--- src/verilog/sprite_config.svh ---
/* sprite engine configuration */

`ifndef SPRITE_CONFIG_SVH
`define SPRITE_CONFIG_SVH

// sprite geometry.
`define SPRITE_SIZE   20      // edge of a sprite in pixels.
`define SPRITE_WORDS  400     // pixels per image.
`define SLOT_COUNT    8       // sprite slots on screen.
`define IMAGE_COUNT   32      // images held in pixel memory.

// datapath widths.
`define ADDR_W        14      // pixel memory word address.
`define X_W           10      // screen column.
`define Y_W           9       // screen line.
`define COLOR_W       12      // rgb444.

// bus address map, byte offsets.
`define AXI_ADDR_W    17
`define PIXMEM_BASE   17'h10000   // first pixel word.
`define BG_OFFSET     17'h00020   // background colour register.

// attribute word fields.
`define ATTR_ENABLE   31
`define ATTR_X        27:18
`define ATTR_Y        17:9
`define ATTR_IMAGE    4:0

`endif
--- src/verilog/sprite_pkg.sv ---
/* sprite engine types */

`default_nettype none

`include "sprite_config.svh"

package sprite_pkg;

	typedef logic [`X_W-1:0]     coord_x_t;    // screen column.
	typedef logic [`Y_W-1:0]     coord_y_t;    // screen line.
	typedef logic [`ADDR_W-1:0]  pix_addr_t;   // pixel memory address.
	typedef logic [`COLOR_W-1:0] color_t;      // one rgb444 pixel.
	typedef logic [31:0]         attr_word_t;  // enable, corner and image of a slot.

endpackage

`default_nettype wire

--- src/verilog/sprite_mixer.sv ---
/* sprite priority mixer */

`timescale 1ns/10ps
`default_nettype none

`include "sprite_config.svh"

module sprite_mixer
	import sprite_pkg::*;
(
	input  logic                         clk_pixel,
	input  logic                         reset,
	input  logic [`SLOT_COUNT-1:0]       hits,
	input  pix_addr_t [`SLOT_COUNT-1:0]  addrs,
	input  logic                         valid_in,
	input  color_t                       bg_color,
	output pix_addr_t                    rd_addr,
	input  color_t                       rd_data,
	output color_t                       color_out,
	output logic                         color_valid
);

logic any_hit;
logic hit_d;           // lines up with rd_data.
logic valid_d;

// lowest slot number wins.
always_comb begin
	rd_addr = '0;
	for (int i = `SLOT_COUNT - 1; i >= 0; i--) begin
		if (hits[i]) rd_addr = addrs[i];
	end
end

assign any_hit = |hits;

always_ff @(posedge clk_pixel or negedge reset) begin
	if (!reset) begin
		hit_d <= 1'b0;
		valid_d <= 1'b0;
		color_valid <= 1'b0;
	end else begin
		hit_d <= any_hit;
		valid_d <= valid_in;
		color_valid <= valid_d;
	end
end

// colour 0 is transparent and shows the background.
always_ff @(posedge clk_pixel) begin
	if (hit_d && (rd_data != '0)) color_out <= rd_data;
	else color_out <= bg_color;
end

endmodule

`default_nettype wire

--- config.mk ---
export PLATFORM = sky130hd
export DESIGN_NAME = sprite_mixer
export DESIGN_NICKNAME = d
export VERILOG_FILES = /design/src/verilog/sprite_pkg.sv /design/src/verilog/sprite_mixer.sv
export VERILOG_INCLUDE_DIRS = /design/src /design/src/verilog
export SDC_FILE = /design/constraint.sdc
export NUM_CORES = 1
export LEC_CHECK = 0
export BUFFER_PORTS_ARGS = -buffer_cell sky130_fd_sc_hd__buf_2
export CELL_PAD_IN_SITES_DETAIL_PLACEMENT = 1
export CELL_PAD_IN_SITES_GLOBAL_PLACEMENT = 1
export CORE_AREA = 4 4 87 89
export CTS_BUF_LIST = sky130_fd_sc_hd__clkbuf_16
export DETAILED_ROUTE_END_ITERATION = 8
export DIE_AREA = 0 0 91 93
export GPL_ROUTABILITY_DRIVEN = 0
export PLACE_DENSITY = 0.83
export SLEW_MARGIN = 20
export SYNTH_ARGS = -nofsm -noshare
export SYNTH_HDL_FRONTEND = slang
export SYNTH_SLANG_ARGS = --single-unit
--- constraint.sdc ---
create_clock -name clk_pixel -period 1.3 [get_ports clk_pixel]
set_input_delay 0.065 -clock clk_pixel [delete_from_list [all_inputs] [get_ports clk_pixel]]
set_output_delay 0.065 -clock clk_pixel [all_outputs]
set_load 0.02 [all_outputs]
### Word level (Yosys, flattened, before mapping)

Index checks and enable logic that the tools add are counted.

* register bits after elaboration: 15
* output and inout bits: 27
* bits of input ports: 147
* logic and storage cells: 16

* reductions and logical operators: 3
* muxes and demuxes: 9

Operators with widths (count)
* 2-to-1 mux 14 bit: 8
* 2-to-1 mux 12 bit: 1
* nonzero test 12 bit: 1
* OR reduction 8 bit: 1
* logical AND 1 bit: 1

### Longest topological paths before layout

* depth in word-level cells: 8
* depth in mapped cells: 6
* gate-level depth less buffers: 4

### Least setup slack after synthesis

Ideal clock, no wire load.

* path kind: in2out
* start point: input hits[2]
* end point: output rd_addr[10]
* path buffers: 2
* data required time: 1.235 ns
* stages on the path: 5
* data arrival time: 1.301 ns
* setup slack: -0.066 ns
* cells stage by stage: buf_6 -> or2_4 -> buf_6 -> or3_1 -> a31oi_1

* word-level cells in the longest chain between the ends: 3

RTL lines
* start: declaration: line sprite_mixer.sv:13 `` input logic [`SLOT_COUNT-1:0] hits, ``
* 2-to-1 mux 14 bit (3 in series): line sprite_mixer.sv:31 `if (hits[i]) rd_addr = addrs[i];`
* end: declaration: line sprite_mixer.sv:17 `output pix_addr_t rd_addr,`

Every way passes these cells.

### Worst setup path in the final report

* start point: input hits[5]
* end point: output rd_addr[9]

* word-level cells in the longest chain between the ends: 6

RTL lines (line)
* 2-to-1 mux 14 bit (6 in series): sprite_mixer.sv:31

Every way passes these cells.

==> results_dict.tcl <==
set metrics [dict create \
    fp.dieH_um 93 \
    synth-xor-area-share 0 \
    dpl.hpwl_um 6360 \
    slew_viol_final 0 \
    track_usage 0.169 \
    fillers 855 \
    ir_worst_vdd_uv 381 \
    cp.required_ns 1.24 \
    cp_slowest_stage_delay_ns 0.37 \
    die_width_um 91 \
    core_area_um2 6760 \
    io_buffers 173 \
    r2r_end "color_out[3]" \
    yosysTopAreaCell "dfxtp_1" \
    cts_tree "yes" \
    power_density_nw_per_um2 733 \
    cp-endpoint "rd_addr[9]" \
    cp-startpoint "hits[5]" \
    ios 174 \
    violations "setup timing" \
    clock-sinks 15 \
    fmax_ghz 0.749 \
    holdWs_ns 0.0256 \
    min_from "bg_color[1]" \
    path_depth 7 \
    synthFlopType "dfxtp_1" \
    min_path_type "in -> reg" \
    yosys-top-cells-count "o22ai_1 (27), a221oi_1 (14), a31oi_1 (14), or3_1 (14), a22oi_1 (13)" \
    synthCells 148 \
    async_flop_share 0.200 \
    ff2ff_path_depth 2 \
    synth-simple-area-share 0.146 \
    ys_ff_latch 15 \
    post_dp_cell_area_um2 2300 \
    core.rowCount 30 \
    synth_top_area_share 0.188 \
    crit_path_end_kind "output port" \
    clockBufferDepth 2 \
    design_area_um2 2650 \
    fin_skew_ns 0.00140 \
    setup_tns_ns -0.0644 \
    num_vias 2072 \
    synth_edf_count 0 \
    synth_area_leaders "dfxtp_1 (19%), o22ai_1 (13%), a221oi_1 (9.6%), a22o_1 (8.2%), a22oi_1 (7.7%)" \
    synthMuxAreaShare 0 \
    cts_inserted_buffers 3 \
    htree_num_levels 1 \
    dp.cells 400 \
    critPathKind "in -> out" \
    initial_core_util 0.189 \
    cpMaxStageDelayCell "or3_4" \
    p_leak_nw 1.26 \
    path_max_fanout 5 \
    hold_viol_final 0 \
    synthToLayoutAreaGrowth_pct 108 \
    fin_ws_ns -0.0347 \
    path_cells "buf_2, nand2b_4, clkbuf_16, o22ai_1, or3_4, a31oi_2, buf_4" \
    die_area_um2 8460 \
    slew_headroom 0.749 \
    nNetsFinal 476 \
    pre_cts_ws_ns -0.254 \
    worst_slew_pin_slew_ns 0.373 \
    via_per_inst 5.08 \
    overflow 0 \
    cp-start-kind "input port" \
    ys_types 24 \
    synth.avg_cell_area_um2 8.61 \
    synthesis.nets 295 \
    r2r-start "hit_d" \
    layout-drive-gt1-share 0.683 \
    setup_viol 4 \
    multi_input_area_um2 1010 \
    path_clk_slew_ns 0.05 \
    status "finished, violations left" \
    cp_top_family "simple AND/OR/NAND/NOR gates" \
    seqCellArea_um2 315 \
    ys_seq_area_frac 0.247 \
    synth_compound_area_frac 0.468 \
    synth_fa_ha_area_frac 0 \
    firstDrtPassIters 4 \
    post-cts-setup-buffers 0 \
    grt_max_degree 16 \
    period_needed_ns 1.33 \
    diodes 0 \
    path_buf_inv 3 \
    grt_pass1_wl_um 11500 \
    arrival_ns 1.27 \
    first_iter_violations 50 \
    drv_cap 0 \
    first_global_vias 2294 \
    drt_wl_total_um 7670 \
    r2r_slack_ns 0.38 \
    fin_crit_sh 1.03 \
    final_cells 408 \
    rsz0062_at_grt "true" \
    cts_root_buf "clkbuf_16" \
    ys_warn_count 0 \
    drc_errors 0 \
    netlist_area_um2 1270 \
    antenna_found_initial 0 \
    yosysMostFrequentCell "o22ai_1" \
    synth_top_family_by_area "compound AO/OA/AOI/OAI gates" \
    ant_nets 0 \
    clkLatencyLatePin_ns 0.25 \
    wire_per_inst_um 18.8 \
]
kinds of logic after synthesis:
family,count (synthesis)
and+or+nand+nor,31
buffers and inverters,19
DFF,15
AOI/OAI and AO/OA,83
routing by layer:
layer | up-vias | track usage | part of all wire
met3 | 10 | 0.0354 | 0.075
met4 | 0 | 0.0452 | 0.013
met1 | 963 | 0.185 | 0.37
li1 | 987 | - | -
met2 | 112 | 0.327 | 0.54
met5 | - | 0 | 0
layout by cell type, fill, tap and decap left out, types with 3 or more instances in the layout:
master       n
dfrtp_1      3
clkbuf_16    4
dfxtp_1     12
or3_1        4
a22oi_1     13
buf_4       20
a31oi_2      5
buf_2      158
or3_4       10
buf_12       4
a21oi_1      3
a221oi_1    13
a31oi_1      4
a31oi_4      5
buf_6        6
nand2_1      3
inv_1        3
o22ai_1     23
a22o_1      12
nor4_1       3
nor2_1       4
or2_4        3
registers in the layout, indices dropped and copies added, names as in the netlist:
name,flops
color_out,12
hit_d,1
valid_d,1
color_valid,1
stage by stage:
| step | util | total power [mW] |
|---|---|---|
| after floorplan | - | 0.854 |
| after CTS | 0.372 | 1.90 |
| after global placement | 0.341 | 1.20 |
| after detailed placement | 0.341 | 1.22 |
| final | 0.392 | 1.94 |
| after global routing | 0.392 | 2.04 |
cell type report:
type / count / area share
Timing Repair Buffer: 191 / 0.428
Multi-Input combinational cell: 115 / 0.380
Sequential cell: 15 / 0.119
Tap cell: 80 / 0.0378
Clock buffer: 3 / 0.0283
Inverter: 3 / 0.00425
Clock inverter: 1 / 0.00283
where the power goes:
part / switching (mW) / internal, mW
Clock: 0.192 / 0.414
Combinational: 0.402 / 0.440
Sequential: 0.00709 / 0.486
repair_timing:
action,4_1_cts,5_1_grt
hold endpoints to repair,4,0
pin swaps,2,8
endpoints found under the setup margin,14,14
cloned,1,1
hold buffers,2,0
gates resized for setup,26,21
worst min-delay path by stage:
stage / endpoint / slack [ns] / cells after the start
6_report: color_out[1] / 0.03 / 2
4_1_cts: color_out[1] / 0.02 / 2
3_5_place_dp: hit_d / -0.14 / 1
3_3_place_gp: color_valid / -0.14 / 1
5_1_grt: color_out[1] / 0.03 / 2
2_1_floorplan: color_valid / -0.23 / 0
Power figures use the tool's default switching activity.
