## src/verilog/sprite_config.svh

```systemverilog
/* sprite engine configuration */

`ifndef SPRITE_CONFIG_SVH
`define SPRITE_CONFIG_SVH

// sprite geometry.
`define SPRITE_SIZE   20      // edge of a sprite in pixels.
`define SPRITE_WORDS  400     // pixels per image.
`define SLOT_COUNT    8       // sprite slots on screen.
`define IMAGE_COUNT   32      // images held in pixel memory.

// datapath widths.
`define ADDR_W        14      // pixel memory word address.
`define X_W           10      // screen column.
`define Y_W           9       // screen line.
`define COLOR_W       12      // rgb444.

// bus address map, byte offsets.
`define AXI_ADDR_W    17
`define PIXMEM_BASE   17'h10000   // first pixel word.
`define BG_OFFSET     17'h00020   // background colour register.

// attribute word fields.
`define ATTR_ENABLE   31
`define ATTR_X        27:18
`define ATTR_Y        17:9
`define ATTR_IMAGE    4:0

`endif
```

## src/verilog/sprite_pkg.sv

```systemverilog
/* sprite engine types */

`default_nettype none

`include "sprite_config.svh"

package sprite_pkg;

	typedef logic [`X_W-1:0]     coord_x_t;    // screen column.
	typedef logic [`Y_W-1:0]     coord_y_t;    // screen line.
	typedef logic [`ADDR_W-1:0]  pix_addr_t;   // pixel memory address.
	typedef logic [`COLOR_W-1:0] color_t;      // one rgb444 pixel.
	typedef logic [31:0]         attr_word_t;  // enable, corner and image of a slot.

endpackage

`default_nettype wire

```

## src/verilog/sprite_line_counter.sv

```systemverilog
/* sprite line counter */

`timescale 1ns/10ps
`default_nettype none

`include "sprite_config.svh"

module sprite_line_counter
	import sprite_pkg::*;
(
	input  logic        clk_pixel,
	input  logic        reset,
	input  coord_x_t    pixel_x,
	input  coord_y_t    pixel_y,
	input  logic        pixel_valid,
	input  attr_word_t  attr,
	output logic        hit,
	output pix_addr_t   addr
);

localparam int COL_W = $clog2(`SPRITE_SIZE);
localparam int IMG_W = $clog2(`IMAGE_COUNT);

coord_x_t spr_x, dx;
coord_y_t spr_y, dy;
logic [IMG_W-1:0] image;
logic [COL_W-1:0] col, col_use;
logic in_box;

assign spr_x = attr[`ATTR_X];       // top left corner.
assign spr_y = attr[`ATTR_Y];
assign image = attr[`ATTR_IMAGE];
assign dx = pixel_x - spr_x;        // column inside the box.
assign dy = pixel_y - spr_y;        // row inside the box.

assign in_box = attr[`ATTR_ENABLE] && pixel_valid &&
	(pixel_x >= spr_x) && (dx < coord_x_t'(`SPRITE_SIZE)) &&
	(pixel_y >= spr_y) && (dy < coord_y_t'(`SPRITE_SIZE));

// first column of the box restarts the count at zero.
assign col_use = (dx == '0) ? '0 : col;

always_ff @(posedge clk_pixel or negedge reset) begin
	if (!reset) begin
		hit <= 1'b0;
		col <= '0;
	end else begin
		hit <= in_box;
		if (in_box) begin
			// wraps after the last column, like the 20 state ring.
			col <= (col_use == COL_W'(`SPRITE_SIZE - 1)) ? '0 : col_use + 1'b1;
		end
	end
end

always_ff @(posedge clk_pixel) begin
	addr <= pix_addr_t'(image) * pix_addr_t'(`SPRITE_WORDS) +   // image base.
		pix_addr_t'(dy) * pix_addr_t'(`SPRITE_SIZE) +             // row offset.
		pix_addr_t'(col_use);
end

endmodule

`default_nettype wire

```

## config.mk

```make
export PLATFORM = sky130hd
export DESIGN_NAME = sprite_line_counter
export DESIGN_NICKNAME = d
export VERILOG_FILES = /design/src/verilog/sprite_pkg.sv /design/src/verilog/sprite_line_counter.sv
export VERILOG_INCLUDE_DIRS = /design/src /design/src/verilog
export SDC_FILE = /design/constraint.sdc
export NUM_CORES = 1
export LEC_CHECK = 0
export BUFFER_PORTS_ARGS = -buffer_cell sky130_fd_sc_hd__buf_2
export CORE_UTILIZATION = 60
export DETAILED_ROUTE_END_ITERATION = 10
export GPL_TIMING_DRIVEN = 0
export HOLD_SLACK_MARGIN = 0.03
export PLACE_DENSITY = 0.95
export SYNTH_ARGS = -nofsm -noshare
export SYNTH_HDL_FRONTEND = slang
export SYNTH_SLANG_ARGS = --single-unit
```

## constraint.sdc

```tcl
create_clock -name clk_pixel -period 7.98 [get_ports clk_pixel]
set_clock_uncertainty 0.2 [all_clocks]
set_input_delay 0.399 -clock clk_pixel [delete_from_list [all_inputs] [get_ports clk_pixel]]
set_output_delay 0.399 -clock clk_pixel [all_outputs]
set_load 0.02 [all_outputs]
```

; ---- Word-level counts from Yosys, hierarchy flattened
; Cells that the tools add are included.
[op_classes]
order_cmp = 4
n_eq_ne = 1
n_addsub = 5
n_mul = 2
muxes = 2
reduce_logical = 6
[ops]
columns = cell, count
row1 = $add 14x14->14, 1
row2 = $add 14x5->14, 1
row3 = $mul 9x3->12 const B, 1
row4 = $ge 10x10->1, 1
row5 = $logic_not 10->1, 1
row6 = $lt 10x5->1 const B, 1
row7 = $mul 5x5->10 const B, 1
row8 = $mux 5, 2
row9 = $sub 10x10->10, 1
row10 = $ge 9x9->1, 1
row11 = $lt 9x5->1 const B, 1
row12 = $sub 9x9->9, 1
row13 = $add 5x1->5 const B, 1
row14 = $eq 5x5->1 const B, 1
row15 = $logic_and 1x1->1, 5
[totals]
register_bits = 20
word_cells = 23
input_bits = 54
output_inout_bits = 15

; ---- Logic depth before layout (Yosys ltp)
[logic_depth]
word_depth = 5
ltp_mapped = 22
depth_no_buf = 22

; ---- Worst setup path before layout
; No wires, ideal clock.
[synth_path]
path_kind = input to register
start = input attr[19]
end = register addr[12]
n_path_buf = 0
arrival_time_ns = 4.353
required_time_ns = 7.708
setup_time_ns = 0.072
cell_stages = 20
path_slack_ns = 3.355
path_cell_list = inv_1 -> ha_1 -> nor2b_4 -> o31a_1 -> or3_1 -> a221o_1 -> nor4_4 -> nand2_1 -> nand2_1 -> fa_1 -> inv_1 -> ha_1 -> a21o_1 -> a21oi_1 -> o21ai_0 -> a21oi_1 -> o21ai_0 -> a21o_1 -> a21oi_1 -> xnor2_1
[synth_between]
elab_chain_cells = 4
[synth_rtl]
columns = element, line
row1 = from (decl), sprite_line_counter.sv:16  ; input attr_word_t attr,
row2 = $sub 10x10->10, sprite_line_counter.sv:33  ; assign dx = pixel_x - spr_x;
row3 = $logic_not 10->1, sprite_line_counter.sv:41  ; assign col_use = (dx == '0) ? '0 : col;
row4 = $mux 5, sprite_line_counter.sv:41
row5 = $add 14x5->14, sprite_line_counter.sv:57  ; addr <= pix_addr_t'(image) * pix_addr_t'(`SPRITE_WORDS) +
row6 = to (signal assigned), sprite_line_counter.sv:57
row7 = to (decl), sprite_line_counter.sv:18  ; output pix_addr_t addr
; Every way passes these cells.
; A chain may end at the register's enable or synchronous reset.

; ---- Final worst setup path
[layout_path]
start = input attr[21]
end = register addr[13]
; Same word-level chain as after synthesis.

==> qor.txt <==
Status -> finished, final reports clean
Crit path max-delay cell type -> a211oi_1
Period minus WS final -> 5.05 ns
# fillers -> 312
Post-Syn Area -> 0.00289 mm^2
Setup total negative slack -> 0 ns
Pwr Density -> 284 mW/mm^2
Port bufs -> 61
Worst-skew pair later-pin latency -> 0.26 ns
Mean Syn Cell Area -> 8.43 um^2
Clock buffer depth -> 2
Total GRT Usage -> 24.8%
Initial antenna violation count -> 0
Worst Path Required -> 7.92 ns
Site Rows -> 24
CP cell instances -> buf_2 > inv_1 > ha_1 > o21a_1 > o31ai_1 > a211oi_1 > nor3_1 > a211oi_1 > nand2_1 > nand2_1 > fa_1 > fa_1 > nor2b_1 > o21ai_0 > a21boi_0 > o21ai_0 > a21oi_1 > a21o_1 > a21oi_1 > xnor2_1
Reg2reg path depth -> 14
Critical Path Source Type -> primary input
WP data arrival -> 4.99 ns
Worst path top cell family by delay -> compound AO/OA/AOI/OAI gates
CTS sink count -> 20
RePlAce Congestion -> 0.877
Number of global-route vias before repair -> 2522
Drt first pass iters -> 4
Remaining antenna violation count -> 0
Syn Nets -> 468
Number of top-level pins -> 69
Pins Over Slew Limit -> 0
DR vias -> 2599
Most common cell after layout, fill and taps aside -> ha_1
Critical path peak fanout -> 7
Maxcap violations -> 0
Worst-Margin Slew -> 0.774 ns
CTS clk-pin slew, worst paths -> 0.07 ns
Final hold vios -> 0
Post-synth EDFFs -> 0
Synth Area in Adders -> 32.0%
Worst reg2reg path endpoint -> addr[13]$_DFF_P_
Most frequent cells in the layout -> ha_1 (66), buf_2 (62), inv_1 (50)
TritonCTS clock tree -> built
Die X -> 71.4 um
RSZ-0062 raised after global routing -> no
Layout area overhead -> 14.7%
Worst flop-to-flop path startpoint -> col[3]$_DFFE_PN0P_
Critical path type -> in -> reg
Starting Density -> 64.2%
Simple-Gate Fraction of Synth Area -> 16.3%
FF-to-FF setup slack -> 4.74 ns
Largest net degree at the start of global routing -> 12
Worst Path Buf+Inv -> 2
DR WL/cell -> 12.9 um
Post-synthesis mux area share -> 1.21%
Die height -> 71.4 um
WHS -> 0.289 ns
Final setup vio count -> 0
Tcrit/Tclk final -> 63.3%
CTS Buf Count -> 3
Ys flop type -> dfxtp_1
Total Wirelength -> 5930 um
Synthesized instance count -> 343
H-tree levels -> 1
Seq/Total Area, Yosys -> 14.9%
Compound-Gate Fraction of Synth Area -> 18.0%
Leakage -> 1.81 nW
Fmax -> 0.198 GHz
First-pass GRT wire length -> 10200 um
Grt ovf -> 0
Fraction of final layout cells sized beyond drive strength 1 -> 18.6%
CORE AREA -> 0.00450 mm^2
Largest family of logic cells by synthesized area -> adder cells
Starting DRT DRC Count -> 115
Relative slew slack -> 48.1%
Xor and xnor area share after synthesis -> 10.9%
Vias per cell -> 5.64
Die outline area -> 0.00510 mm^2
Setup crit end kind -> flip-flop
Cell variety after synth -> 54
Max IR drop VDD -> 0.185 mV
Antenna fix cells -> 0
Clock Tree Root -> clkbuf_8
DRC Markers -> 0
Asr flop ratio synth -> 30.0%
Max incr delay on CP -> 0.63 ns
Nets -> 535
Yosys reg bits -> 20
Post-DP HPWL -> 5260 um
Worst Hold Class -> in -> async
Synth warnings -> 0
through the flow:
stage                     cell area [um^2]  setup slack [ns]  cells  power, W  util [%]
final                                 3320              2.93    461  0.000941      73.6
after global routing                  3320              2.60    461   0.00103      73.6
after CTS                             3320              3.01    461  0.000944      73.6
after detailed placement              3260              2.81    456  0.000868      72.4
after global placement                3260              2.96    456  0.000826      72.4
after floorplan                       2890              3.35    343  0.000715         -
final cells by class:
type / count / area [um^2] / share of cell area [%]
sequential: 20 / 430 / 13.0
tap: 52 / 65.1 / 1.96
buffer: 1 / 5.00 / 0.151
clock buffer: 4 / 45.0 / 1.36
inverter: 50 / 188 / 5.66
timing repair buffer: 62 / 315 / 9.51
multi-input combinational: 272 / 2270 / 68.4
cell usage after synthesis, drive strengths merged (5+ instances only):
cell	n	area share, %
a21o	10	2.6
o21ai	15	2.6
and2	5	1.2
nand2	16	2.1
nor2b	8	2.0
xor2	10	3.0
dfxtp	14	9.7
nand3	6	1.0
nor2	21	2.7
a21oi	21	3.6
ha	66	29
fa	5	3.5
xnor2	26	7.9
inv	50	6.5
dfrtp	6	5.2
worst register-to-register path: cells and delay by family, from the launching register on:
family / cells / cell delay (ns)
AND/OR/NAND/NOR: 2 / 0.20
adder cells (fa/ha/maj): 3 / 0.86
flip-flops: 1 / 0.44
AO/OA/AOI/OAI: 6 / 1.11
XOR/XNOR: 1 / 0.13
buffers and inverters: 2 / 0.18
power breakdown:
part           internal (W)  switching, W
combinational      0.000333      0.000396
sequential         0.000140    0.00000550
clock             0.0000355     0.0000307
total              0.000509      0.000432
metal layers:
metal  vias to the layer above  part of all wire, %  wire length [um]  track usage, %
met5                         -                    0                 0               0
met4                         0                  1.8               105            8.44
met3                        11                  3.3               194            1.97
met2                        68                   51              3030            47.8
met1                      1186                   44              2600            28.5
li1                       1334                    -                 -               -
sequential cells by signal, summed over array words and instances (netlist names):
register / cells
addr: 14
col: 5
hit: 1
how the worst max path moves through the flow:
| stage | start | end | slack, ns | depth (start not counted) |
|---|---|---|---|---|
| floorplan | attr[19] | addr[12]$_DFF_P_ | 3.35 | 20 |
| global placement | pixel_y[0] | addr[13]$_DFF_P_ | 2.96 | 23 |
| detailed placement | pixel_y[0] | addr[13]$_DFF_P_ | 2.81 | 23 |
| CTS | attr[21] | addr[13]$_DFF_P_ | 3.01 | 20 |
| global route | attr[22] | addr[13]$_DFF_P_ | 2.60 | 20 |
| finish | attr[21] | addr[13]$_DFF_P_ | 2.93 | 20 |
cells by family (layout without fill, tap and decap cells):
group,count (synthesis),count (layout)
buf+inv,51,117
fa+ha+maj,71,71
compound gates,79,79
flops,20,20
mux,3,3
simple gates,83,83
xor+xnor,36,36
repair_timing:
item,4_1_cts,5_1_grt
setup buffers,0,0
hold endpoints to repair,6,0
hold buffers,1,0
gates resized for setup,0,0
Note: power is estimated with default switching activity, not from simulation.
