## config.mk

```make
export PLATFORM = sky130hd
export DESIGN_NAME = sprite_regs
export DESIGN_NICKNAME = d
export VERILOG_FILES = /design/src/verilog/sprite_pkg.sv /design/src/verilog/sprite_regs.sv
export VERILOG_INCLUDE_DIRS = /design/src /design/src/verilog
export SDC_FILE = /design/constraint.sdc
export NUM_CORES = 1
export LEC_CHECK = 0
export BUFFER_PORTS_ARGS = -buffer_cell sky130_fd_sc_hd__buf_2
export CAP_MARGIN = 0
export CORE_ASPECT_RATIO = 0.8
export CORE_MARGIN = 2
export CORE_UTILIZATION = 39
export CTS_CLUSTER_DIAMETER = 30
export DETAILED_ROUTE_END_ITERATION = 10
export REMOVE_ABC_BUFFERS = 1
export SLEW_MARGIN = 20
export SYNTH_ARGS = -nofsm -noshare
export SYNTH_HDL_FRONTEND = slang
export SYNTH_SLANG_ARGS = --single-unit
```

## constraint.sdc

```tcl
create_clock -name clk_pixel -period 4.1 [get_ports clk_pixel]
set_input_delay 0.615 -clock clk_pixel [delete_from_list [all_inputs] [get_ports clk_pixel]]
set_output_delay 0.615 -clock clk_pixel [all_outputs]
set_load 0.01 [all_outputs]
```

## src/verilog/sprite_config.svh

```systemverilog
/* sprite engine configuration */

`ifndef SPRITE_CONFIG_SVH
`define SPRITE_CONFIG_SVH

// sprite geometry.
`define SPRITE_SIZE   20      // edge of a sprite in pixels.
`define SPRITE_WORDS  400     // pixels per image.
`define SLOT_COUNT    8       // sprite slots on screen.
`define IMAGE_COUNT   32      // images held in pixel memory.

// datapath widths.
`define ADDR_W        14      // pixel memory word address.
`define X_W           10      // screen column.
`define Y_W           9       // screen line.
`define COLOR_W       12      // rgb444.

// bus address map, byte offsets.
`define AXI_ADDR_W    17
`define PIXMEM_BASE   17'h10000   // first pixel word.
`define BG_OFFSET     17'h00020   // background colour register.

// attribute word fields.
`define ATTR_ENABLE   31
`define ATTR_X        27:18
`define ATTR_Y        17:9
`define ATTR_IMAGE    4:0

`endif
```

## src/verilog/sprite_pkg.sv

```systemverilog
/* sprite engine types */

`default_nettype none

`include "sprite_config.svh"

package sprite_pkg;

	typedef logic [`X_W-1:0]     coord_x_t;    // screen column.
	typedef logic [`Y_W-1:0]     coord_y_t;    // screen line.
	typedef logic [`ADDR_W-1:0]  pix_addr_t;   // pixel memory address.
	typedef logic [`COLOR_W-1:0] color_t;      // one rgb444 pixel.
	typedef logic [31:0]         attr_word_t;  // enable, corner and image of a slot.

endpackage

`default_nettype wire

```

## src/verilog/sprite_regs.sv

```systemverilog
/* sprite register block */

`timescale 1ns/10ps
`default_nettype none

`include "sprite_config.svh"

module sprite_regs
	import sprite_pkg::*;
(
	input  logic                          clk_pixel,
	input  logic                          reset,
	input  logic [`AXI_ADDR_W-1:0]        s_awaddr,
	input  logic                          s_awvalid,
	output logic                          s_awready,
	input  logic [31:0]                   s_wdata,
	input  logic [3:0]                    s_wstrb,
	input  logic                          s_wvalid,
	output logic                          s_wready,
	output logic [1:0]                    s_bresp,
	output logic                          s_bvalid,
	input  logic                          s_bready,
	input  logic [`AXI_ADDR_W-1:0]        s_araddr,
	input  logic                          s_arvalid,
	output logic                          s_arready,
	output logic [31:0]                   s_rdata,
	output logic [1:0]                    s_rresp,
	output logic                          s_rvalid,
	input  logic                          s_rready,
	output attr_word_t [`SLOT_COUNT-1:0]  attr_words,
	output color_t                        bg_color,
	output logic                          ram_we,
	output pix_addr_t                     ram_waddr,
	output color_t                        ram_wdata
);

localparam int WORD_W = `AXI_ADDR_W - 2;
localparam int SLOT_IW = $clog2(`SLOT_COUNT);
localparam logic [WORD_W-1:0] BG_WORD = WORD_W'(`BG_OFFSET >> 2);
localparam logic [WORD_W-1:0] PIX_FIRST = WORD_W'(`PIXMEM_BASE >> 2);
localparam logic [WORD_W-1:0] PIX_LAST = WORD_W'((`PIXMEM_BASE >> 2) +
	`SPRITE_WORDS * `IMAGE_COUNT - 1);
localparam logic [1:0] RESP_OKAY = 2'b00;
localparam logic [1:0] RESP_SLVERR = 2'b10;

logic [WORD_W-1:0] aw_word, ar_word, pix_word;
logic [SLOT_IW-1:0] aw_idx, ar_idx;
logic aw_slot, aw_bg, aw_pix, ar_slot, ar_bg;
logic idle, wr_start, rd_start, wr_hs, rd_hs;

assign aw_word = s_awaddr[`AXI_ADDR_W-1:2];   // byte lanes ignored, word decode.
assign ar_word = s_araddr[`AXI_ADDR_W-1:2];
assign aw_idx = aw_word[SLOT_IW-1:0];
assign ar_idx = ar_word[SLOT_IW-1:0];
assign aw_slot = aw_word < WORD_W'(`SLOT_COUNT);     // 0x00 to 0x1c.
assign ar_slot = ar_word < WORD_W'(`SLOT_COUNT);
assign aw_bg = aw_word == BG_WORD;
assign ar_bg = ar_word == BG_WORD;
assign aw_pix = (aw_word >= PIX_FIRST) && (aw_word <= PIX_LAST);   // write only window.
assign pix_word = aw_word - PIX_FIRST;

// one transaction at a time, nothing new while a response waits.
assign idle = !s_awready && !s_arready && !s_bvalid && !s_rvalid;
assign wr_start = idle && s_awvalid && s_wvalid;      // needs aw and w together.
assign rd_start = idle && s_arvalid && !wr_start;     // writes win a tie.
assign wr_hs = s_awready && s_awvalid && s_wvalid;
assign rd_hs = s_arready && s_arvalid;

always_ff @(posedge clk_pixel or negedge reset) begin
	if (!reset) begin
		s_awready <= 1'b0;
		s_wready <= 1'b0;
		s_arready <= 1'b0;
		s_bvalid <= 1'b0;
		s_bresp <= RESP_OKAY;
		s_rvalid <= 1'b0;
		s_rresp <= RESP_OKAY;
		ram_we <= 1'b0;
	end else begin
		s_awready <= wr_start;            // single cycle ready pulse.
		s_wready <= wr_start;
		s_arready <= rd_start;
		ram_we <= wr_hs && aw_pix;        // one strobe per pixel write.
		if (wr_hs) begin
			s_bvalid <= 1'b1;
			s_bresp <= (aw_slot || aw_bg || aw_pix) ? RESP_OKAY : RESP_SLVERR;
		end else if (s_bready) begin
			s_bvalid <= 1'b0;               // held until accepted.
		end
		if (rd_hs) begin
			s_rvalid <= 1'b1;
			s_rresp <= (ar_slot || ar_bg) ? RESP_OKAY : RESP_SLVERR;   // pixel reads fail.
		end else if (s_rready) begin
			s_rvalid <= 1'b0;
		end
	end
end

always_ff @(posedge clk_pixel or negedge reset) begin
	if (!reset) begin
		attr_words <= '0;                 // all slots disabled.
		bg_color <= '0;
	end else if (wr_hs) begin
		if (aw_slot) begin
			for (int b = 0; b < 4; b++) begin
				if (s_wstrb[b]) attr_words[aw_idx][8*b +: 8] <= s_wdata[8*b +: 8];
			end
		end
		if (aw_bg) begin
			if (s_wstrb[0]) bg_color[7:0] <= s_wdata[7:0];
			if (s_wstrb[1]) bg_color[`COLOR_W-1:8] <= s_wdata[`COLOR_W-1:8];
		end
	end
end

always_ff @(posedge clk_pixel) begin
	if (wr_hs) begin
		ram_waddr <= pix_word[`ADDR_W-1:0];       // byte offset to word index.
		ram_wdata <= s_wdata[`COLOR_W-1:0];
	end
	if (rd_hs) begin
		if (ar_slot) s_rdata <= attr_words[ar_idx];
		else if (ar_bg) s_rdata <= 32'(bg_color);
		else s_rdata <= '0;
	end
end

endmodule

`default_nettype wire

```

Yosys cells after proc, flatten, opt, wreduce, memory -nomap -nowiden
Index checks and enable logic that the tools add are counted.
- bits in registers: 335
- input port bits: 77
- output and inout port bits: 336
- add/subtract/negate cells: 1
- $lt $le $gt $ge: 7
- equality and inequality tests: 2
- mux-type cells: 32
- reduce and logical (&&, ||, !) cells: 26
- operators with widths (operator ; count):
    $mux 256 ; 10
    $bwmux 256 ; 4
    $demux 32 s3 ; 4
    $bmux 32 s3 ; 1
    $mux 32 ; 3
    $eq 15x4->1 const B ; 2
    $lt 15x4->1 const B ; 2
    $mux 24 ; 1
    $mux 16 ; 1
    $ge 15x15->1 const B ; 1
    $le 15x15->1 const B ; 1
    $sub 14x1->14 const B ; 1
    $logic_and 1x1->1 ; 13
    $mux 12 ; 1
    $lt 3x4->1 const B ; 2
    $mux 8 ; 1
    $reduce_and 3->1 ; 2
    $logic_not 1->1 ; 5
    $mux 1 ; 4
    $mux 2 ; 2
    $reduce_bool 2->1 ; 2
    $ge 3x1->1 const B ; 1
    $logic_or 1x1->1 ; 3
    $reduce_and 2->1 ; 1

Logic depth before layout (Yosys ltp)
Gate-level depths: netlist of the first run.
- word-level depth: 18
- mapped depth: 7
- mapped depth without buffers: 4

Worst setup path after synthesis of the first run
Ideal clock, no wire load.
- path kind: input to register
- from: in s_awaddr[15]
- to: reg attr_words[216] (netlist name)
- arrival time: 2.035 ns
- data required time: 3.973 ns
- path slack: 1.938 ns
- stages on the path: 7
- path buffers: 3
- cells stage by stage: nor4_1 > buf_2 > and4_1 > buf_2 > and2_1 > buf_4 > mux2_1
- word-level cells in the longest chain between the ends: 2
- ends and longest elaborated chain (what ; line ; source):
    from (decl) ; sprite_regs.sv:13 ; input logic [`AXI_ADDR_W-1:0] s_awaddr,
    $lt 15x4->1 ; sprite_regs.sv:55 ; assign aw_slot = aw_word < WORD_W'(`SLOT_COUNT);
    $reduce_and 2->1 (no source line) ; - ;
    to (signal, indexed assignment) ; sprite_regs.sv:106 ; if (s_wstrb[b]) attr_words[aw_idx][8*b +: 8] <= s_wdata[8*b +: 8];
    to (decl) ; sprite_regs.sv:30 ; output attr_word_t [`SLOT_COUNT-1:0] attr_words,
Every way passes these cells.
A chain may end at the register's enable or synchronous reset.

==> impl_metrics.py, run 1 <==
metrics = {
    "die": {
        "dieArea_sq_um": 38500,
        "die_width_um": 219,
        "start_util": 0.399,
        "core_area_sq_um": 36100,
        "dieHeight_um": 176,
        "num_rows": 62,
        "num_io_pins": 413,
    },
    "grt": {
        "grt.total_usage": 0.241,
        "grt_start_max_net_pins": 111,
        "antenna_found_initial": 4,
        "grt_pass1_wl_um": 67400,
        "grt_pass1_vias": 10239,
        "overflow": 0,
    },
    "synthesis": {
        "synth_async_sr_flop_share": 0.826,
        "syn_area_sq_um": 14400,
        "synth_top_family_by_area": "multiplexers",
        "synthAdderAreaFrac": 0,
        "synth_seq_cells": 333,
        "synth-main-ff-cell": "dfrtp_1",
        "synth-xor-area-share": 0,
        "synth_edf_count": 58,
        "synth_compound_area_frac": 0.00634,
        "synth_seq_area_share": 0.598,
        "synth-simple-area-share": 0.0496,
        "avgSynthCellArea_sq_um": 16.5,
        "synth.area.mux_share": 0.332,
        "synth_cells": 871,
        "yosysWarnings": 0,
        "ys_types": 37,
    },
    "clock_network": {
        "cts_made_buffers": 72,
        "clk_latency_ps": 560,
        "ctsHoldBuffers": 0,
        "cts.clk_slew.worst_paths_ps": 50,
        "ctsHtreeMaxLevel": 3,
        "cts_tree": "built",
        "cts-resized-gates": 0,
        "postCtsSetupBuffers": 0,
        "cts_buffer_depth": 3,
        "cts-root-buf": "clkbuf_16",
        "cts_sinks": 333,
    },
    "setup_path": {
        "reg2reg_depth": 4,
        "crit_cells": 4,
        "cp.buffers_inverters": 0,
        "rr_endpoint": "attr_words[222]",
        "arrival_ps": 2930,
        "max_stage_delay_ps": 540,
        "cp.required_ps": 4540,
        "ff2ff_setup_slack_ps": 1610,
        "cp_top_family": "simple AND/OR/NAND/NOR gates",
        "path_cells": "and4b_1 -> and4_1 -> and2_1 -> mux2_1",
        "endpoint_kind": "register",
        "cp_max_fo": 9,
        "reg2reg_from": "s_wready",
        "slowest_stage": "dfrtp_1",
        "crit_type": "register to register",
        "cp-start-kind": "register",
    },
    "route": {
        "drcViolationCount": 0,
        "ant_nets": 0,
        "wl_um": 46300,
        "dr.first_iter.drc_count": 572,
        "avgRoutedWirePerCell_um": 24.7,
        "dr.pass1.iters": 4,
        "vias": 9818,
        "viasPerCell": 5.24,
    },
    "sta": {
        "tns_ps": 0,
        "fmax_mhz": 402,
        "final_hold_viol_count": 0,
        "report.final.slew_viol_count": 0,
        "setup_viol": 0,
        "min_period_over_period": 0.607,
        "relSlewSlack": 0.230,
        "worstMarginPinSlew_ps": 1150,
        "period_needed_ps": 2490,
        "skew_ps": 18.9,
        "grt_setup_unrepaired": "false",
    },
    "power_and_ir_drop": {
        "total_power_mw": 9.64,
        "vdd_ir_drop_max_v": 0.000326,
        "power_per_cell_area_nw_per_um2": 493,
        "power.leakage_nw": 10.1,
    },
    "cells_and_area": {
        "drive_gt1_frac": 0.651,
        "area_growth_pct": 35.6,
        "fin_nets": 1406,
    },
    "placement": {
        "io_buffers": 406,
        "gp_congestion": 0.801,
        "hpwlAfterDp_um": 31000,
    },
    "status": {
        "status": "finished, final reports clean",
    },
    "job": {
        "drv_cap": 0,
    },
    "min_path": {
        "hold_path.class": "primary input to asynchronous set/reset pin",
    },
}
[synthesized netlist by cell type (all sizes together) (2+ instances only)]
| library cell | number | share of area |
|---|---|---|
| nand4 | 4 | 0.0030 |
| nand3b | 2 | 0.0010 |
| nor3b | 3 | 0.0026 |
| nand2 | 39 | 0.014 |
| nand3 | 4 | 0.0014 |
| nor4b | 5 | 0.0043 |
| mux4 | 64 | 0.10 |
| mux2i | 32 | 0.022 |
| nor3 | 3 | 0.0018 |
| buf | 28 | 0.010 |
| nor2 | 34 | 0.011 |
| clkbuf | 10 | 0.0026 |
| o21ai | 15 | 0.0052 |
| inv | 5 | 0.0013 |
| edfxtp | 58 | 0.12 |
| dfrtp | 275 | 0.48 |
| and4 | 8 | 0.0049 |
| mux2 | 268 | 0.21 |
| nor4 | 5 | 0.0022 |
[power by group]
group / switching, mW / internal (mW) / total (mW)
clock: 1.87 / 4.01 / 5.88
combinational: 0.239 / 0.102 / 0.341
sequential: 0.0140 / 3.41 / 3.42
[through the flow]
stage / hold slack [ps] / cell area (sq um) / utilization / std cells / setup WS, ps
after CTS: 163 / 19500 / 0.540 / 1868 / 1600
after floorplan: 319 / 14200 / - / 834 / 1310
after detailed placement: 470 / 17000 / 0.471 / 1735 / 1260
final: 113 / 19500 / 0.541 / 1872 / 1610
after global placement: 460 / 17000 / 0.471 / 1735 / 1270
after global routing: 179 / 19500 / 0.541 / 1872 / 1520
[sequential cells by signal, indices dropped and copies added (netlist names), 12 cells and up]
register	count
attr_words	256
bg_color	12
ram_waddr	14
ram_wdata	12
s_rdata	32
[metal layers]
layer	wire length, um	global-route usage	share of wire
met1	20100	0.321	0.43
met2	21600	0.379	0.47
met3	3430	0.0675	0.074
met4	1120	0.0836	0.024
met5	0	0	0
[layout make-up]
class,count,area [sq um]
timing repair buffer,421,2180
clock buffer,97,2080
inverter,5,18.8
tap,480,601
sequential,333,8620
multi-input combinational,496,5610
antenna,4,10.0
fill,3082,16600
clock inverter,36,424
[kinds of logic (layout without fill, tap and decap cells)]
family,Yosys count,count (layout)
muxes,364,364
other,1,6
AOI/OAI and AO/OA,17,17
buffers and inverters,43,559
and+or+nand+nor,113,113
DFF,333,333
[cells in the final DEF, fill, tap and decap left out, drive strengths merged]
master | synthesis | final
and2 | 1 | 1
and3 | 1 | 1
and3b | 1 | 1
and4 | 8 | 8
and4b | 1 | 1
buf | 28 | 421
bufinv | 0 | 7
clkbuf | 10 | 97
clkinv | 0 | 11
clkinvlp | 0 | 10
conb | 1 | 2
dfrtp | 275 | 275
diode | 0 | 4
edfxtp | 58 | 58
inv | 5 | 13
mux2 | 268 | 268
mux2i | 32 | 32
mux4 | 64 | 64
nand2 | 39 | 39
nand3 | 4 | 4
nand3b | 2 | 2
nand4 | 4 | 4
nor2 | 34 | 34
nor2b | 1 | 1
nor3 | 3 | 3
nor3b | 3 | 3
nor4 | 5 | 5
nor4b | 5 | 5
o2111ai | 1 | 1
o21ai | 15 | 15
o31ai | 1 | 1
or2 | 1 | 1
[worst max path at each step]
stage / end / startpoint
floorplan: attr_words[216] / s_awaddr[15]
CTS: attr_words[222] / s_wready
global placement: attr_words[223] / s_awaddr[9]
detailed placement: attr_words[220] / s_awaddr[9]
global route: attr_words[122] / s_wready
finish: attr_words[222] / s_wready
Power figures use the tool's default switching activity.
==> inputs of run 2 (changes only) <==
--- a/config.mk
+++ b/config.mk
@@ -13,6 +13,7 @@
 export CORE_UTILIZATION = 39
 export CTS_CLUSTER_DIAMETER = 30
 export DETAILED_ROUTE_END_ITERATION = 10
+export PLACE_DENSITY = 0.65
 export REMOVE_ABC_BUFFERS = 1
 export SLEW_MARGIN = 20
 export SYNTH_ARGS = -nofsm -noshare
==> constraint.sdc (replaced) <==
create_clock -name clk_pixel -period 2.1 [get_ports clk_pixel]
set_input_delay 0.315 -clock clk_pixel [delete_from_list [all_inputs] [get_ports clk_pixel]]
set_output_delay 0.315 -clock clk_pixel [all_outputs]
set_load 0.01 [all_outputs]
==> impl_metrics.py, run 2 (synthesis results as in run 1) <==
metrics = {
    "status": {
        "status": "finished, final reports clean",
    },
    "cells_and_area": {
        "drive_gt1_frac": 0.660,
        "largest_register": "attr_words",
        "seqCellArea_sq_um": 8620,
        "layout_commonest_cell": "buf_2",
        "reg_top3": "attr_words x256, s_rdata x32, ram_waddr x14",
        "final_cell_mix": "403 x buf_2, 275 x dfrtp_1, 255 x mux2_2, 72 x clkbuf_16, 64 x mux4_2",
        "multiInputGateArea_sq_um": 5610,
        "fillers": 2929,
        "area_growth_pct": 40.1,
        "stdcell_area_sq_um": 20200,
        "largest_register_ffs": 256,
        "fin_nets": 1460,
    },
    "setup_path": {
        "cp.required_ps": 2530,
        "arrival_ps": 2440,
        "endpoint_kind": "register",
        "cp_max_fo": 11,
        "crit_type": "primary input to register",
        "cp-start-kind": "primary input",
    },
    "power_and_ir_drop": {
        "intPower_mw": 14.1,
        "power_per_cell_area_nw_per_um2": 907,
        "switching_share": 0.228,
        "vdd_ir_drop_max_v": 0.000734,
        "power.leakage_nw": 10.5,
        "p_seq_frac": 0.364,
        "pwr-share-clk": 0.595,
        "combinationalPowerShare": 0.041,
        "p_switching_mw": 4.17,
    },
    "sta": {
        "final_hold_viol_count": 0,
        "worstMarginPinSlew_ps": 629,
        "whs_ps": 8.91,
        "skew_ps": 22.5,
        "report.final.slew_viol_count": 0,
        "fmax_mhz": 496,
        "period_needed_ps": 2020,
        "setup_viol": 0,
        "relSlewSlack": 0.581,
        "min_period_over_period": 0.960,
        "grt_setup_unrepaired": "false",
    },
    "grt": {
        "antenna_found_initial": 2,
        "grt_start_max_net_pins": 62,
        "met1_usage": 0.317,
        "overflow": 0,
        "use_met2": 0.385,
        "grt-busiest-layer": "met2",
        "use_met3": 0.0708,
        "grt_pass1_wl_um": 68300,
        "grt.total_usage": 0.240,
        "grt_pass1_vias": 10666,
    },
    "route": {
        "avgRoutedWirePerCell_um": 24.4,
        "drcViolationCount": 0,
        "ant_nets": 0,
        "dr.pass1.iters": 5,
        "vias": 10298,
        "dr.first_iter.drc_count": 717,
        "wl_um": 46700,
        "viasPerCell": 5.37,
    },
    "placement": {
        "io_buffers": 406,
        "hpwlAfterDp_um": 32100,
        "detailed_place.area_sq_um": 17700,
        "gp_congestion": 0.808,
    },
    "clock_network": {
        "cts_sinks": 333,
        "cts-root-buf": "clkbuf_16",
        "cts_buffer_depth": 3,
        "cts_tree": "built",
        "postCtsSetupBuffers": 0,
        "clk_latency_ps": 560,
        "cts_made_buffers": 67,
        "ctsHtreeMaxLevel": 3,
        "cts.clk_slew.worst_paths_ps": 50,
    },
    "job": {
        "drv_cap": 0,
    },
    "die": {
        "num_rows": 62,
        "core_area_sq_um": 36100,
        "dieArea_sq_um": 38500,
        "die_width_um": 219,
        "dieHeight_um": 176,
        "num_io_pins": 413,
        "start_util": 0.399,
    },
    "min_path": {
        "hold_path.class": "primary input to register",
    },
}
==> run 2: repair_timing <==
| item | in CTS | in global routing |
|---|---|---|
| endpoints found under the hold margin | 60 | 0 |
| resized for setup | 0 | 1 |
| hold buffers | 10 | 0 |
| setup endpoints to repair | 0 | 18 |
==> run 2: power groups by stage <==
stage                     logic, mW  clock network [mW]  registers (mW)
after floorplan               0.135                   0            6.82
after global placement        0.735                   0            6.78
after detailed placement      0.742                   0            6.78
after CTS                     0.760                11.0            6.67
after global routing          0.812                11.4            6.67
final                         0.747                10.9            6.67
==> run 2: path summary, 6_finish.rpt <==
kind                       slack, ps  cells after the start          from              end
setup / recovery                  80                      7  s_awaddr[15]   attr_words[46]
hold / removal                     9                      1   s_awaddr[5]     ram_waddr[3]
setup reg to reg                 230                      4      s_wready   attr_words[46]
hold reg to reg                  480                      2    s_bresp[1]       s_bresp[1]
max in group asynchronous       1000                      4         reset   attr_words[36]
min in group asynchronous        260                      2         reset  attr_words[212]
==> run 2: critical path: stages <==
cell	delay, ps
dlygate4sd3_1	530
buf_2	150
nor4_2	250
buf_4	220
and4_1	320
nand2_2	250
mux2_1	390
==> run 2: metrics by stage <==
stage | TNS [ps] | util | std cells | setup WS, ps | power (mW)
after global placement | -16360 | 0.490 | 1784 | -138 | 7.51
after global routing | 0 | 0.558 | 1918 | 8.17 | 18.9
after floorplan | -57220 | - | 834 | -395 | 6.95
after detailed placement | -14450 | 0.490 | 1784 | -148 | 7.52
after CTS | 0 | 0.558 | 1917 | 93.6 | 18.5
final | 0 | 0.558 | 1918 | 83.9 | 18.3
==> run 2: layer usage <==
layer	up-vias	part of all wire
met5	-	0.00017
met4	2	0.025
met3	88	0.081
met2	412	0.47
met1	5416	0.42
li1	4380	-
==> run 2: layout make-up <==
cell class,instances,area share
clock buffer,79,0.0916
timing repair buffer,480,0.148
clock inverter,44,0.0252
multi-input combinational,496,0.278
sequential,333,0.427
inverter,5,0.000930
tap,480,0.0298
antenna,1,0.000124
==> inputs of run 3 (changes only) <==
--- a/config.mk
+++ b/config.mk
@@ -6,6 +6,7 @@
 export SDC_FILE = /design/constraint.sdc
 export NUM_CORES = 1
 export LEC_CHECK = 0
+export ABC_AREA = 1
 export BUFFER_PORTS_ARGS = -buffer_cell sky130_fd_sc_hd__buf_2
 export CAP_MARGIN = 0
 export CORE_ASPECT_RATIO = 0.8
@@ -13,8 +14,8 @@
 export CORE_UTILIZATION = 39
 export CTS_CLUSTER_DIAMETER = 30
 export DETAILED_ROUTE_END_ITERATION = 10
-export PLACE_DENSITY = 0.65
 export REMOVE_ABC_BUFFERS = 1
+export SKIP_CTS_REPAIR_TIMING = 1
 export SLEW_MARGIN = 20
 export SYNTH_ARGS = -nofsm -noshare
 export SYNTH_HDL_FRONTEND = slang
==> constraint.sdc (replaced) <==
create_clock -name clk_pixel -period 1.8 [get_ports clk_pixel]
set_input_delay 0.27 -clock clk_pixel [delete_from_list [all_inputs] [get_ports clk_pixel]]
set_output_delay 0.27 -clock clk_pixel [all_outputs]
set_load 0.01 [all_outputs]
==> impl_metrics.py, run 3 <==
metrics = {
    "placement": {
        "io_buffers": 406,
        "gp_congestion": 0.884,
        "hpwlAfterDp_um": 39900,
        "dpl.cell_count": 2818,
    },
    "synthesis": {
        "synth_seq_area_share": 0.534,
        "yosysTopAreaCell": "dfrtp_1",
        "yosysMostFrequentCell": "dfrtp_1",
        "synth_top_area_share": 0.426,
        "syn_area_sq_um": 16100,
        "avgSynthCellArea_sq_um": 8.37,
        "synth_async_sr_flop_share": 0.826,
        "synth-main-ff-cell": "dfrtp_1",
        "synth_cells": 1928,
        "synthTopCellsByCount": "275 x dfrtp_1, 273 x nand2_1, 243 x nor2_1",
        "synth_seq_cells": 333,
        "netlist_top_cells_area": "dfrtp_1 43%, edfxtp_1 11%, nand2_1 6.3%",
        "synth_edf_count": 58,
        "yosysWarnings": 0,
        "ys_types": 31,
    },
    "cells_and_area": {
        "largest_register_ffs": 256,
        "fin_nets": 2466,
        "fin_util": 0.553,
        "stdcell_count": 3005,
        "area_growth_pct": 39.6,
        "final_cell_mix": "404 x buf_2, 275 x dfrtp_1, 273 x nand2_1, 243 x nor2_1, 234 x inv_1",
        "largest_register": "attr_words",
        "drive_gt1_frac": 0.280,
        "reg_top3": "attr_words x256, s_rdata x32, ram_waddr x14",
        "fillers": 3620,
        "layout_commonest_cell": "buf_2",
    },
    "clock_network": {
        "cts_sinks": 333,
        "cts-root-buf": "clkbuf_16",
        "cts_made_buffers": 81,
        "cts_buffer_depth": 3,
        "ctsHtreeMaxLevel": 3,
        "cts.clk_slew.worst_paths_ps": 50,
        "cts_tree": "built",
        "clk_latency_ps": 620,
    },
    "sta": {
        "period_needed_ps": 1670,
        "setup_viol": 0,
        "min_period_over_period": 0.930,
        "skew_ps": 30.4,
        "grt_setup_unrepaired": "false",
        "final_hold_viol_count": 3,
        "fmax_mhz": 597,
        "whs_ps": -4.38,
        "report.final.slew_viol_count": 0,
    },
    "die": {
        "num_io_pins": 413,
        "start_util": 0.396,
        "dieHeight_um": 186,
        "num_rows": 66,
        "die_width_um": 231,
        "core_area_sq_um": 40700,
        "dieArea_sq_um": 43000,
    },
    "setup_path": {
        "cp.buffers_inverters": 3,
        "cp_max_fo": 10,
        "crit_type": "primary input to register",
        "cp_top_family": "simple AND/OR/NAND/NOR gates",
        "cp.required_ps": 2280,
        "endpoint_kind": "register",
        "path_cells": "dlygate4sd3_1 -> buf_2 -> nor2_1 -> nand2_1 -> nor2_8 -> nand3_2 -> inv_2 -> nand2_1 -> nand2_1 -> nand2_1",
        "max_stage_delay_ps": 540,
        "slowest_stage": "dlygate4sd3_1",
        "cp-start-kind": "primary input",
        "critPathMostFrequentCell": "nand2_1",
        "arrival_ps": 2160,
    },
    "status": {
        "failed_checks": "hold timing",
        "status": "finished, violations left",
    },
    "power_and_ir_drop": {
        "vdd_ir_drop_max_v": 0.000797,
        "power.leakage_nw": 11.3,
        "power_per_cell_area_nw_per_um2": 1090,
    },
    "grt": {
        "grt.total_usage": 0.271,
        "overflow": 0,
        "antenna_found_initial": 4,
        "grt_start_max_net_pins": 74,
        "grt_pass1_vias": 14985,
        "grt_pass1_wl_um": 88500,
    },
    "route": {
        "viasPerCell": 5.24,
        "dr_wl_met2_um": 27700,
        "dr.first_iter.drc_count": 1403,
        "wl_um": 59800,
        "vias": 15751,
        "dr_wl_met3_um": 5690,
        "top_layer": "met4",
        "avgRoutedWirePerCell_um": 19.9,
        "ant_nets": 0,
        "drcViolationCount": 0,
        "m1WireLength_um": 24900,
        "dr.pass1.iters": 6,
    },
    "min_path": {
        "hold_path.class": "primary input to register",
    },
    "job": {
        "drv_cap": 0,
    },
}
run 3: cell count changes after synthesis, moves of 17 or more:
cell | before | now
clkbuf_1 | 10 | 63
mux4_2 | 64 | 0
inv_1 | 5 | 238
mux2_2 | 255 | 0
nand2_1 | 23 | 273
mux2i_1 | 32 | 0
o21bai_1 | 0 | 64
nand3_1 | 4 | 130
nor2_1 | 22 | 243
nand4_1 | 1 | 68
buf_2 | 19 | 40
a21oi_1 | 0 | 202
buf_1 | 5 | 22
o21ai_0 | 15 | 160
run 3: area by class of cell:
cell class                      count  area, sq um  area share
Multi-Input combinational cell   1201         5930       0.263
Antenna cell                        3         7.51    0.000333
Tap cell                          544          681      0.0302
Timing Repair Buffer              521         3430       0.152
Clock inverter                     60          791      0.0351
Clock buffer                       92         2120      0.0941
Inverter                          251          946      0.0420
Sequential cell                   333         8620       0.383
run 3: where the power goes:
part           switching, mW  internal [mW]  total (mW)
clock                   4.99           10.4        15.4
sequential            0.0318           7.78        7.81
combinational          0.938          0.395        1.33
total                   5.96           18.6        24.6
run 3: metal layers:
layer / vias up / GRT usage
li1: 7283 / -
met3: 131 / 0.0810
met5: - / 0
met4: 0 / 0.0981
met1: 7620 / 0.359
met2: 717 / 0.421
run 3: path summary, 6_finish.rpt:
| kind | cells past startpoint | from | to | slack, ps |
|---|---|---|---|---|
| max | 10 | s_awaddr[14] | attr_words[253] | 130 |
| min | 3 | s_wdata[12] | attr_words[108] | -4 |
| max reg2reg | 8 | s_wready | attr_words[10] | 150 |
| min reg2reg | 2 | s_bresp[1] | s_bresp[1] | 480 |
| max in group asynchronous | 3 | reset | attr_words[255] | 930 |
| min in group asynchronous | 2 | reset | attr_words[109] | 180 |
run 3: cells by family after synthesis:
kind of cell | synth area share
DFF | 0.534
and+or+nand+nor | 0.218
buffers and inverters | 0.0992
other | 0.000232
AOI/OAI and AO/OA | 0.148
run 3: worst register-to-register path: cells and delay by family, from the launching register on:
family                 cells  cell delay (ps)
buffers and inverters      3              600
and+or+nand+nor            4              510
DFF                        1              390
AOI/OAI and AO/OA          1               50
run 3: stage by stage:
| step | setup slack, ps | setup TNS [ps] | power (mW) | area (sq um) | hold WS (ps) |
|---|---|---|---|---|---|
| after global routing | 9.56 | 0 | 25.2 | 22500 | 0.778 |
| final | 126 | 0 | 24.6 | 22500 | -4.38 |
| after detailed placement | -72.6 | -1340 | 9.18 | 19300 | 234 |
| after CTS | -48.3 | -227 | 24.6 | 22200 | -425 |
| after global placement | -45.3 | -358 | 9.16 | 19300 | 218 |
| after floorplan | -997 | -135660 | 8.32 | 15500 | -25.6 |
